--- src/include/ascii_codes.svh ---
////////////////////////////////////////////////////////////
// Control codes seen by the console writer
// Only the codes that the writer acts on are listed here
// Blank is code zero, the value that fills and clears use
////////////////////////////////////////////////////////////

`ifndef ASCII_CODES_SVH
`define ASCII_CODES_SVH

// Horizontal tab, writes a run of blanks
`define ASCII_HT     8'h09
`define ASCII_LF     8'h0A   // Line feed
`define ASCII_CR     8'h0D   // Carriage return

// Ignored unless alternate mode is on
`define ASCII_DEL    8'h7F

// First printable code
`define ASCII_SPACE  8'h20

// Stored by fills and by the screen clear
`define ASCII_BLANK  8'h00

`endif

--- src/source/console_pkg.sv ---
////////////////////////////////////////////////////////////
// Geometry and shared types of the console buffer
// The buffer holds exactly one screen, no scrolling
// An address is {row, col}, so text_cols must be 2**4
// and text_rows must be 2**2 for the row and col types
////////////////////////////////////////////////////////////

package console_pkg;

  localparam int text_cols   = 16;  // Characters per row
  localparam int text_rows   = 4;   // Rows per screen
  localparam int font_height = 2;   // Font lines per text row
  localparam int screen_size = text_cols * text_rows;
  localparam int addr_w      = 6;   // Covers screen_size

  typedef logic [7:0]        char_t;
  typedef logic [addr_w-1:0] addr_t;
  typedef logic [3:0]        col_t;
  typedef logic [1:0]        row_t;
  typedef logic [0:0]        font_line_t;
  typedef logic [2:0]        tab_count_t;

  // One RAM write, presented for a single cycle
  typedef struct packed {
    logic  en;
    addr_t addr;
    char_t data;
  } char_wr_t;

  // Writer states
  typedef enum logic [2:0] {
    wr_idle,
    wr_put_char,      // Store one code, then advance
    wr_fill_line,     // Blanks up to end of row
    wr_fill_tab,      // Latched number of blanks
    wr_clear_screen   // All addresses, cursor home
  } wr_state_e;

  // Frame reader states
  typedef enum logic [2:0] {
    rd_idle,
    rd_wait_writer,   // Hold off until the writer is done
    rd_settle,        // RAM read latency
    rd_get_char,      // Waits here for the request enable
    rd_get_gap
  } rd_state_e;

endpackage

--- src/source/char_ram.sv ---
////////////////////////////////////////////////////////////
// Screen storage, one write port and one read port
// Read data is registered, one cycle after the address
// No reset, contents are undefined until the first clear
////////////////////////////////////////////////////////////

`timescale 1ns/1ps

module char_ram (
  input  logic                  clk,
  input  console_pkg::char_wr_t i_wr,
  input  console_pkg::addr_t    i_rd_addr,
  output console_pkg::char_t    o_rd_data
);

  console_pkg::char_t mem [console_pkg::screen_size];

  always_ff @(posedge clk) begin
    if (i_wr.en) begin
      mem[i_wr.addr] <= i_wr.data;
    end
  end

  // Old data on a same-address collision
  always_ff @(posedge clk) begin
    o_rd_data <= mem[i_rd_addr];
  end

endmodule

--- src/source/char_writer.sv ---
////////////////////////////////////////////////////////////
// Character writer with a row/column cursor
// Accepts a code only while o_wr_char_rdy is high
// Clear requests are latched and wait for the reader
// HT with a tab count of zero is ignored
// Cursor wraps from the last row back to row 0
////////////////////////////////////////////////////////////

`timescale 1ns/1ps
`include "ascii_codes.svh"

module char_writer (
  input  logic                    clk,
  input  logic                    rst,
  input  logic                    i_alt_func_en,
  input  logic                    i_clear_screen_stb,
  input  console_pkg::tab_count_t i_tab_count,
  input  logic                    i_char_stb,
  input  console_pkg::char_t      i_char,
  input  logic                    i_rd_busy,
  output logic                    o_wr_char_rdy,
  output logic                    o_wr_busy,
  output console_pkg::char_wr_t   o_wr
);

  console_pkg::wr_state_e  state;
  console_pkg::row_t       row;
  console_pkg::col_t       col;
  console_pkg::row_t       row_nxt;
  console_pkg::row_t       row_adv;
  console_pkg::col_t       col_nxt;
  console_pkg::tab_count_t tab_left;
  logic                    last_col;
  logic                    clear_pending;
  logic                    printable;

  // Cursor stepping, shared by characters and tab blanks
  assign last_col = (col == console_pkg::col_t'(console_pkg::text_cols - 1));
  assign col_nxt  = last_col ? '0 : col + 1'b1;
  assign row_nxt  = (row == console_pkg::row_t'(console_pkg::text_rows - 1)) ?
                    '0 : row + 1'b1;
  assign row_adv  = last_col ? row_nxt : row;

  assign printable = (i_char >= `ASCII_SPACE) && (i_char != `ASCII_DEL);

  assign o_wr_busy     = (state != console_pkg::wr_idle);
  assign o_wr_char_rdy = (state == console_pkg::wr_idle) && !clear_pending && !i_rd_busy;

  always_ff @(posedge clk) begin
    if (rst) begin
      state         <= console_pkg::wr_clear_screen;  // Blank screen out of reset
      row           <= '0;
      col           <= '0;
      tab_left      <= '0;
      clear_pending <= 1'b0;
      o_wr          <= '{en: 1'b1, addr: '0, data: `ASCII_BLANK};
    end else begin
      case (state)
        console_pkg::wr_idle: begin
          if (!i_rd_busy && clear_pending) begin
            clear_pending <= 1'b0;
            row           <= '0;
            col           <= '0;
            o_wr          <= '{en: 1'b1, addr: '0, data: `ASCII_BLANK};
            state         <= console_pkg::wr_clear_screen;
          end else if (!i_rd_busy && i_char_stb) begin
            if (i_alt_func_en || printable) begin
              // Stored as it comes
              o_wr  <= '{en: 1'b1, addr: {row, col}, data: i_char};
              state <= console_pkg::wr_put_char;
            end else begin
              case (i_char)
                `ASCII_HT: begin
                  if (i_tab_count != '0) begin
                    tab_left <= i_tab_count;
                    o_wr     <= '{en: 1'b1, addr: {row, col}, data: `ASCII_BLANK};
                    state    <= console_pkg::wr_fill_tab;
                  end
                end
                `ASCII_CR, `ASCII_LF: begin
                  o_wr  <= '{en: 1'b1, addr: {row, col}, data: `ASCII_BLANK};
                  state <= console_pkg::wr_fill_line;
                end
                default: begin
                  // Other control codes and DEL do nothing
                end
              endcase
            end
          end
        end

        console_pkg::wr_put_char: begin
          row     <= row_adv;
          col     <= col_nxt;
          o_wr.en <= 1'b0;
          state   <= console_pkg::wr_idle;
        end

        console_pkg::wr_fill_line: begin
          if (last_col) begin
            // Row done, cursor to start of next row
            row     <= row_nxt;
            col     <= '0;
            o_wr.en <= 1'b0;
            state   <= console_pkg::wr_idle;
          end else begin
            col       <= col_nxt;
            o_wr.addr <= {row, col_nxt};
          end
        end

        console_pkg::wr_fill_tab: begin
          row <= row_adv;
          col <= col_nxt;
          if (tab_left == console_pkg::tab_count_t'(1)) begin
            o_wr.en <= 1'b0;
            state   <= console_pkg::wr_idle;
          end else begin
            tab_left  <= tab_left - 1'b1;
            o_wr.addr <= {row_adv, col_nxt};
          end
        end

        console_pkg::wr_clear_screen: begin
          if (o_wr.addr == console_pkg::addr_t'(console_pkg::screen_size - 1)) begin
            o_wr.en <= 1'b0;
            state   <= console_pkg::wr_idle;
          end else begin
            o_wr.addr <= o_wr.addr + 1'b1;  // One blank per cycle
          end
        end

        default: begin
          o_wr.en <= 1'b0;
          state   <= console_pkg::wr_idle;
        end
      endcase

      // A new request during a clear is kept for later
      if (i_clear_screen_stb) begin
        clear_pending <= 1'b1;
      end
    end
  end

endmodule

--- src/source/frame_reader.sv ---
////////////////////////////////////////////////////////////
// Frame scan for the font renderer
// Each text row is sent once per font line
// One character per request enable, then a gap cycle
// Frame strobes during a scan are dropped
////////////////////////////////////////////////////////////

`timescale 1ns/1ps

module frame_reader (
  input  logic               clk,
  input  logic               rst,
  input  logic               i_read_frame_stb,
  input  logic               i_char_req_en,
  input  logic               i_wr_busy,
  output logic               o_rd_busy,
  output console_pkg::addr_t o_rd_addr,
  output logic               o_char_rdy
);

  console_pkg::rd_state_e  state;
  console_pkg::col_t       col;
  console_pkg::font_line_t fline;
  console_pkg::row_t       row;
  logic                    last_col;
  logic                    last_fline;
  logic                    last_row;
  logic                    frame_end;

  assign last_col   = (col == console_pkg::col_t'(console_pkg::text_cols - 1));
  assign last_fline = (fline == console_pkg::font_line_t'(console_pkg::font_height - 1));
  assign last_row   = (row == console_pkg::row_t'(console_pkg::text_rows - 1));

  // Font line does not take part in the address
  assign o_rd_addr = {row, col};
  assign o_rd_busy = (state != console_pkg::rd_idle);

  always_ff @(posedge clk) begin
    if (rst) begin
      state      <= console_pkg::rd_idle;
      col        <= '0;
      fline      <= '0;
      row        <= '0;
      frame_end  <= 1'b0;
      o_char_rdy <= 1'b0;
    end else begin
      o_char_rdy <= 1'b0;
      case (state)
        console_pkg::rd_idle: begin
          col       <= '0;
          fline     <= '0;
          row       <= '0;
          frame_end <= 1'b0;
          if (i_read_frame_stb) begin
            state <= console_pkg::rd_wait_writer;
          end
        end

        console_pkg::rd_wait_writer: begin
          if (!i_wr_busy) begin
            state <= console_pkg::rd_settle;
          end
        end

        console_pkg::rd_settle: state <= console_pkg::rd_get_char;

        console_pkg::rd_get_char: begin
          if (i_char_req_en) begin
            // RAM output holds the current char through the gap
            o_char_rdy <= 1'b1;
            frame_end  <= last_col && last_fline && last_row;
            col        <= last_col ? '0 : col + 1'b1;
            if (last_col) begin
              fline <= last_fline ? '0 : fline + 1'b1;
              if (last_fline) begin
                row <= last_row ? '0 : row + 1'b1;  // Next text row
              end
            end
            state <= console_pkg::rd_get_gap;
          end
        end

        console_pkg::rd_get_gap: begin
          state <= frame_end ? console_pkg::rd_idle : console_pkg::rd_get_char;
        end

        default: state <= console_pkg::rd_idle;
      endcase
    end
  end

endmodule

--- src/source/console_char_buffer.sv ---
////////////////////////////////////////////////////////////
// Console character buffer, top level
// Writer and reader share one RAM and take turns
// o_char comes straight from the RAM read register
////////////////////////////////////////////////////////////

`timescale 1ns/1ps

module console_char_buffer (
  input  logic                    clk,
  input  logic                    rst,
  input  logic                    i_alt_func_en,
  input  logic                    i_clear_screen_stb,
  input  console_pkg::tab_count_t i_tab_count,
  input  logic                    i_char_stb,
  input  console_pkg::char_t      i_char,
  output logic                    o_wr_char_rdy,
  input  logic                    i_read_frame_stb,
  input  logic                    i_char_req_en,
  output logic                    o_char_rdy,
  output console_pkg::char_t      o_char
);

  console_pkg::char_wr_t wr;
  console_pkg::addr_t    rd_addr;
  logic                  wr_busy;
  logic                  rd_busy;

  char_writer char_writer_i (
    .clk                (clk),
    .rst                (rst),
    .i_alt_func_en      (i_alt_func_en),
    .i_clear_screen_stb (i_clear_screen_stb),
    .i_tab_count        (i_tab_count),
    .i_char_stb         (i_char_stb),
    .i_char             (i_char),
    .i_rd_busy          (rd_busy),
    .o_wr_char_rdy      (o_wr_char_rdy),
    .o_wr_busy          (wr_busy),
    .o_wr               (wr)
  );

  frame_reader frame_reader_i (
    .clk              (clk),
    .rst              (rst),
    .i_read_frame_stb (i_read_frame_stb),
    .i_char_req_en    (i_char_req_en),
    .i_wr_busy        (wr_busy),
    .o_rd_busy        (rd_busy),
    .o_rd_addr        (rd_addr),
    .o_char_rdy       (o_char_rdy)
  );

  char_ram char_ram_i (
    .clk       (clk),
    .i_wr      (wr),
    .i_rd_addr (rd_addr),
    .o_rd_data (o_char)
  );

endmodule

--- config.mk ---
export PLATFORM = sky130hd
export DESIGN_NAME = console_char_buffer
export DESIGN_NICKNAME = d
export VERILOG_FILES = /design/src/source/console_pkg.sv /design/src/source/char_ram.sv /design/src/source/char_writer.sv /design/src/source/frame_reader.sv /design/src/source/console_char_buffer.sv
export VERILOG_INCLUDE_DIRS = /design/src /design/src/include
export SDC_FILE = /design/constraint.sdc
export NUM_CORES = 1
export LEC_CHECK = 0
export BUFFER_PORTS_ARGS = -buffer_cell sky130_fd_sc_hd__buf_4
export CORE_UTILIZATION = 46
export CTS_BUF_LIST = sky130_fd_sc_hd__clkbuf_4 sky130_fd_sc_hd__clkbuf_8
export CTS_CLUSTER_DIAMETER = 50
export DETAILED_ROUTE_END_ITERATION = 7
export PLACE_DENSITY = 0.72
export SYNTH_ARGS = -nofsm -noshare
export SYNTH_HDL_FRONTEND = slang
export SYNTH_SLANG_ARGS = --single-unit
--- constraint.sdc ---
create_clock -name clk -period 4.4 [get_ports clk]
set_input_delay 0 -clock clk [delete_from_list [all_inputs] [get_ports clk]]
set_output_delay 0 -clock clk [all_outputs]
set_load 0.005 [all_outputs]
# Word level (Yosys, flattened, before mapping)
# Memory sizes are Yosys's and may differ from the RTL's. A register that Yosys moved wholly into a read port is not among the register bits.
# Index checks and enable logic that the tools add are counted.
[word_totals] register_bits=40 mem_bits_rw=512 input_bits=18 output_inout_bits=10 word_cells=164 n_memories=1
[classes] n_addsub=7 n_lt_le_gt_ge=1 eq_ne=39 muxes=62 n_bitwise=1 n_reduce_logical=39
[mem_list] memory="char_ram_i.mem" words=64 width=8 rd=1 rd_clocked_by_memory_dff=1 wr=1 line_no="char_ram.sv:16" rtl="console_pkg::char_t mem [console_pkg::screen_size];"
[op_table] operator="2-to-1 mux 15 bit" n=4
[op_table] operator="2-to-1 mux 3 bit" n=16
[op_table] operator="one-hot mux 15 bit (2 select lines)" n=1
[op_table] operator="== test 8 x 4 -> 1 bit (second input constant)" n=3
[op_table] operator="!= test 2 bit (second input constant)" n=12
[op_table] operator="one-hot mux 6 bit (4 select lines)" n=1
[op_table] operator="2-to-1 mux 4 bit" n=5
[op_table] operator="2-to-1 mux 6 bit" n=3
[op_table] operator="2-to-1 mux 2 bit" n=8
[op_table] operator="one-hot mux 3 bit (5 select lines)" n=1
[op_table] operator="AND reduction 7 bit" n=2
[op_table] operator="2-to-1 mux 1 bit" n=13
[op_table] operator="== test 3 x 2 -> 1 bit (second input constant)" n=4
[op_table] operator="one-hot mux 3 bit (2 select lines)" n=2
[op_table] operator="one-hot mux 3 bit (4 select lines)" n=1
[op_table] operator="one-hot mux 4 bit (3 select lines)" n=1
[op_table] operator="nonzero test 2 bit" n=6
[op_table] operator="nonzero test 3 bit" n=4
[op_table] operator="!= test 2 x 1 -> 1 bit (second input constant)" n=5
[op_table] operator="!= test 5 bit (second input constant)" n=2
[op_table] operator="== test 3 x 1 -> 1 bit (second input constant)" n=3
[op_table] operator="adder 4 x 1 -> 4 bit (second input constant)" n=2
[op_table] operator="== test 4 bit (second input constant)" n=2
[op_table] operator="greater-or-equal comparator 8 x 6 -> 1 bit (second input constant)" n=1
[op_table] operator="other kinds (26)" n=47

# Logic depth before layout (Yosys ltp)
[logic_depth] depth_word=7 ltp_mapped=9 mapped_depth_nobuf=7

# By module
# Synthesis repeated with hierarchy kept, for this count alone.
[hier_totals] hier_cells=1203 hier_area_um2=22486.6
[modules_own_cells] mod="char_ram" instances=1 cells_each=922 area_each_um2=20070.5 seq_area_each_um2=15534.9
[modules_own_cells] mod="char_writer" instances=1 cells_each=204 area_each_um2=1745.4 seq_area_each_um2=560.5
[modules_own_cells] mod="frame_reader" instances=1 cells_each=77 area_each_um2=670.6 seq_area_each_um2=240.2

# Least setup slack after synthesis
# No wires, ideal clock.
[synth_timing] path_type="register to register" from="register frame_reader_i.col[0]" to="register char_ram_i.o_rd_data[0] (read register of char_ram_i.mem)" setup_time_ns=0.117 arrival_time_ns=1.833 required_ns=4.283 setup_slack_ns=2.450 stages_incl_launch_ff=8 path_buffers=3 period_less_slack_ns=1.950 path_cell_list="dfxtp_1 -> buf_6 -> buf_6 -> buf_2 -> mux4_2 -> o22ai_1 -> o21ai_0 -> a22o_1"
[synth_rtl] element="from (decl)" line_no="frame_reader.sv:22" rtl="console_pkg::col_t col;"
[synth_rtl] element="from (signal assigned)" line_no="frame_reader.sv:72" rtl="col <= last_col ? '0 : col + 1'b1;"
[synth_rtl] element="to (decl)" line_no="char_ram.sv:13" rtl="output console_pkg::char_t o_rd_data"

==> run_results.csv <==
group,metric,value,unit
finish,stdcell_area,25300,sq um
sta,fmax,345,MHz
detailed_routing,drt_first_pass_iters,7,
sta,fin_crit_sh,65.8,%
finish,nets,1331,
place,pre_cts_ws,1.39,ns
power,powerDensity,422,nW/um^2
floorplanning,die_area,49400,sq um
critical_path,crit_chain,"mux4_2, nor2b_1, a2111oi_0, nor3_1, a22o_1",
detailed_routing,ant_nets,0,
power,total_power,0.0107,W
clock_network,clock_path_buffers,3,
global_route,grt_pass1_vias,11935,
synthesis,ys_seq_area_share,73.2,%
synthesis,ys_ff_latch,560,
status,status,"complete, no violations",
synthesis,netlist_area,22300,sq um
finish,fillers,3692,
sta,setup_viol,0,
sta,max_slew_margin,18.6,%
synthesis,ys_types,72,
finish,area_delta_synth_final,13.2,%
clock_network,cts.reportedPaths.clkPinSlew,0.06,ns
sta,fin_crit,2.89,ns
global_route,grt_start_max_net_pins,66,
clock_network,post_cts_buffers,0,
synthesis,synth_flop_cell,"edfxtp_1",
finish,fin_util,52.8,%
critical_path,critPathMaxStageDelay,0.78,ns
synthesis,async_reset_ff_share,0,%
global_route,antenna_found_initial,0,
detailed_routing,avgRoutedWirePerCell,24.5,um
critical_path,required,4.92,ns
place,place_congestion,0.836,
sta,setup_slack,1.51,ns
critical_path,cp_top_family,"compound AO/OA/AOI/OAI gates",
sta,rsz0062_at_grt,"no",
power,max-vdd-ir-drop,0.255,mV
synthesis,synth_area_per_cell,18.4,sq um
global_route,grt_util_all_layers,20.2,%
global_route,grt_overflow,0,
sta,finalMaxSlewViolations,0,
floorplanning,io_pins,28,
sta,worst_pin_slew,1.22,ns
critical_path,cp_num_buf_inv,0,
sta,finClkSkew,0.0261,ns
sta,setup_tns,0,ns
finish,multiInputGateArea,5590,sq um
clock_network,cts_tree,"done",
critical_path,cp-end-kind,"flop",
floorplanning,start_util,46.7,%
place,dpl.hpwl,29900,um
floorplanning,die_w,222,um
critical_path,critPathSlowestCell,"dfxtp_4",
clock_network,clk_latency,0.64,ns
critical_path,worst-path-max-fanout,34,
floorplanning,fp.coreArea,47800,sq um
detailed_routing,dr.first_iter.drc_count,1453,
sta,hold_viol_final,0,
synthesis,synth_edf_count,512,
finish,seq_area,16400,sq um
critical_path,start_kind,"flop",
place,port_buffers,27,
job,maxCapViolCount,0,
critical_path,arrival,3.42,ns
critical_path,r2r_slack,1.51,ns
place,place_area,23100,sq um
synthesis,synthesis.nets,1236,
finish,insertedDiodeCount,0,
detailed_routing,drc,0,
clock_network,cts_sinks,560,
clock_network,numCtsBuffers,88,
clock_network,clock-root-buffer,"clkbuf_8",
finish,layout-drive-gt1-share,26.3,%
floorplanning,fp.dieH,222,um
synthesis,netlist_instances,1211,
hold_path,hold_path.class,"in -> reg",
clock_network,cts_htree_levels,3,
detailed_routing,via_count,12068,
global_route,grt_pass1_wl,74600,um
detailed_routing,wirelength,48900,um
synthesis,yosysWarnings,0,
power,power.leakage,7.27,nW
floorplanning,rows,80,
detailed_routing,viasPerCell,6.05,
critical_path,critPathKind,"reg -> reg",
-- routing by layer --
layer  vias to the layer above  routed length, um  GRT usage (%)
met2                       577              23200           31.4
li1                       5192                  -              -
met5                         -                  0              0
met3                        71               4280           3.86
met1                      6228              20500           29.1
met4                         0                900           5.87
-- cell usage after synthesis, types with 18 or more instances --
cell type	count	area, sq um
edfxtp_1	512	15400
mux4_2	126	2840
nor2_1	102	383
dfxtp_1	48	961
o22ai_1	39	244
clkbuf_1	33	124
nand2_1	33	124
o21ai_0	30	150
a21oi_1	22	110
buf_2	18	90.1
nand4_1	18	113
-- cell families (layout without fill, tap and decap cells) --
family / count (synthesis) / in the layout / synth area share, %
buffers and inverters: 80 / 249 / 1.82
AO/OA/AOI/OAI: 164 / 164 / 5.13
AND/OR/NAND/NOR: 255 / 255 / 5.81
multiplexers: 141 / 141 / 13.5
XOR/XNOR: 4 / 4 / 0.157
adder cells (fa/ha/maj): 7 / 7 / 0.392
flip-flops: 560 / 560 / 73.2
-- power breakdown --
part           total [W]  internal, W  leakage (nW)  switching, W
combinational   0.000289     0.000145          1.66      0.000144
clock            0.00458      0.00261         0.994       0.00197
sequential       0.00580      0.00576          4.61     0.0000392
-- cell type report --
cell class,instances,share of cell area (%)
multi-input combinational,571,22.1
clock buffer,136,6.49
tap,615,3.04
inverter,9,0.134
sequential,560,64.7
timing repair buffer,76,2.61
clock inverter,28,0.906
-- per-stage QoR --
| step | hold WS [ns] | std cells |
|---|---|---|
| 2_1_floorplan | 0.117 | 1211 |
| 3_3_place_gp | 0.210 | 1805 |
| 3_5_place_dp | 0.227 | 1805 |
| 4_1_cts | 0.147 | 1995 |
| 5_1_grt | 0.199 | 1995 |
| 6_report | 0.188 | 1995 |
-- worst paths after layout --
check	start	to	depth (start not counted)
worst min register to register	char_writer_i.o_wr[2]	char_writer_i.o_wr[2]	2
worst max-delay path	frame_reader_i.col[0]	char_ram_i.o_rd_data[0]	5
worst min-delay path	i_char_req_en	frame_reader_i.state[2]	3
worst max register to register	frame_reader_i.col[0]	char_ram_i.o_rd_data[0]	5
-- state kept, by name, summed over array words and instances, names as in the netlist, 3 cells and up --
signal	count
char_ram_i.mem	512
char_ram_i.o_rd_data	8
char_writer_i.col	4
char_writer_i.o_wr	15
char_writer_i.state	3
char_writer_i.tab_left	3
frame_reader_i.col	4
frame_reader_i.state	3
-- worst min-delay path, cell delays in order --
cell and delay, ns:
dlygate4sd3_1 0.53, buf_4 0.13, and3_1 0.13
-- placed cells by master, fill, tap and decap left out, drive strengths merged, types with 5 or more instances in the layout --
cell         instances
o21ai               31
a31oi                6
or3                  8
nand3b               6
edfxtp             512
dlygate4sd3         26
nor3                18
clkinv              23
o22ai               39
nand4b               5
buf                 50
a21oi               23
o41ai                5
a2111oi              5
nor2               103
nor2b               13
mux2i               12
nand2b               9
nand2               33
a22o                 5
mux4               128
inv                  8
clkbuf             136
or3b                 5
ha                   7
nand3               17
a311oi               9
nand4               18
dfxtp               48
-- timing repair --
item,in CTS,in global routing
gates resized for setup,0,0
hold endpoints to repair,39,0
hold buffers,26,0
Power figures use the tool's default switching activity.
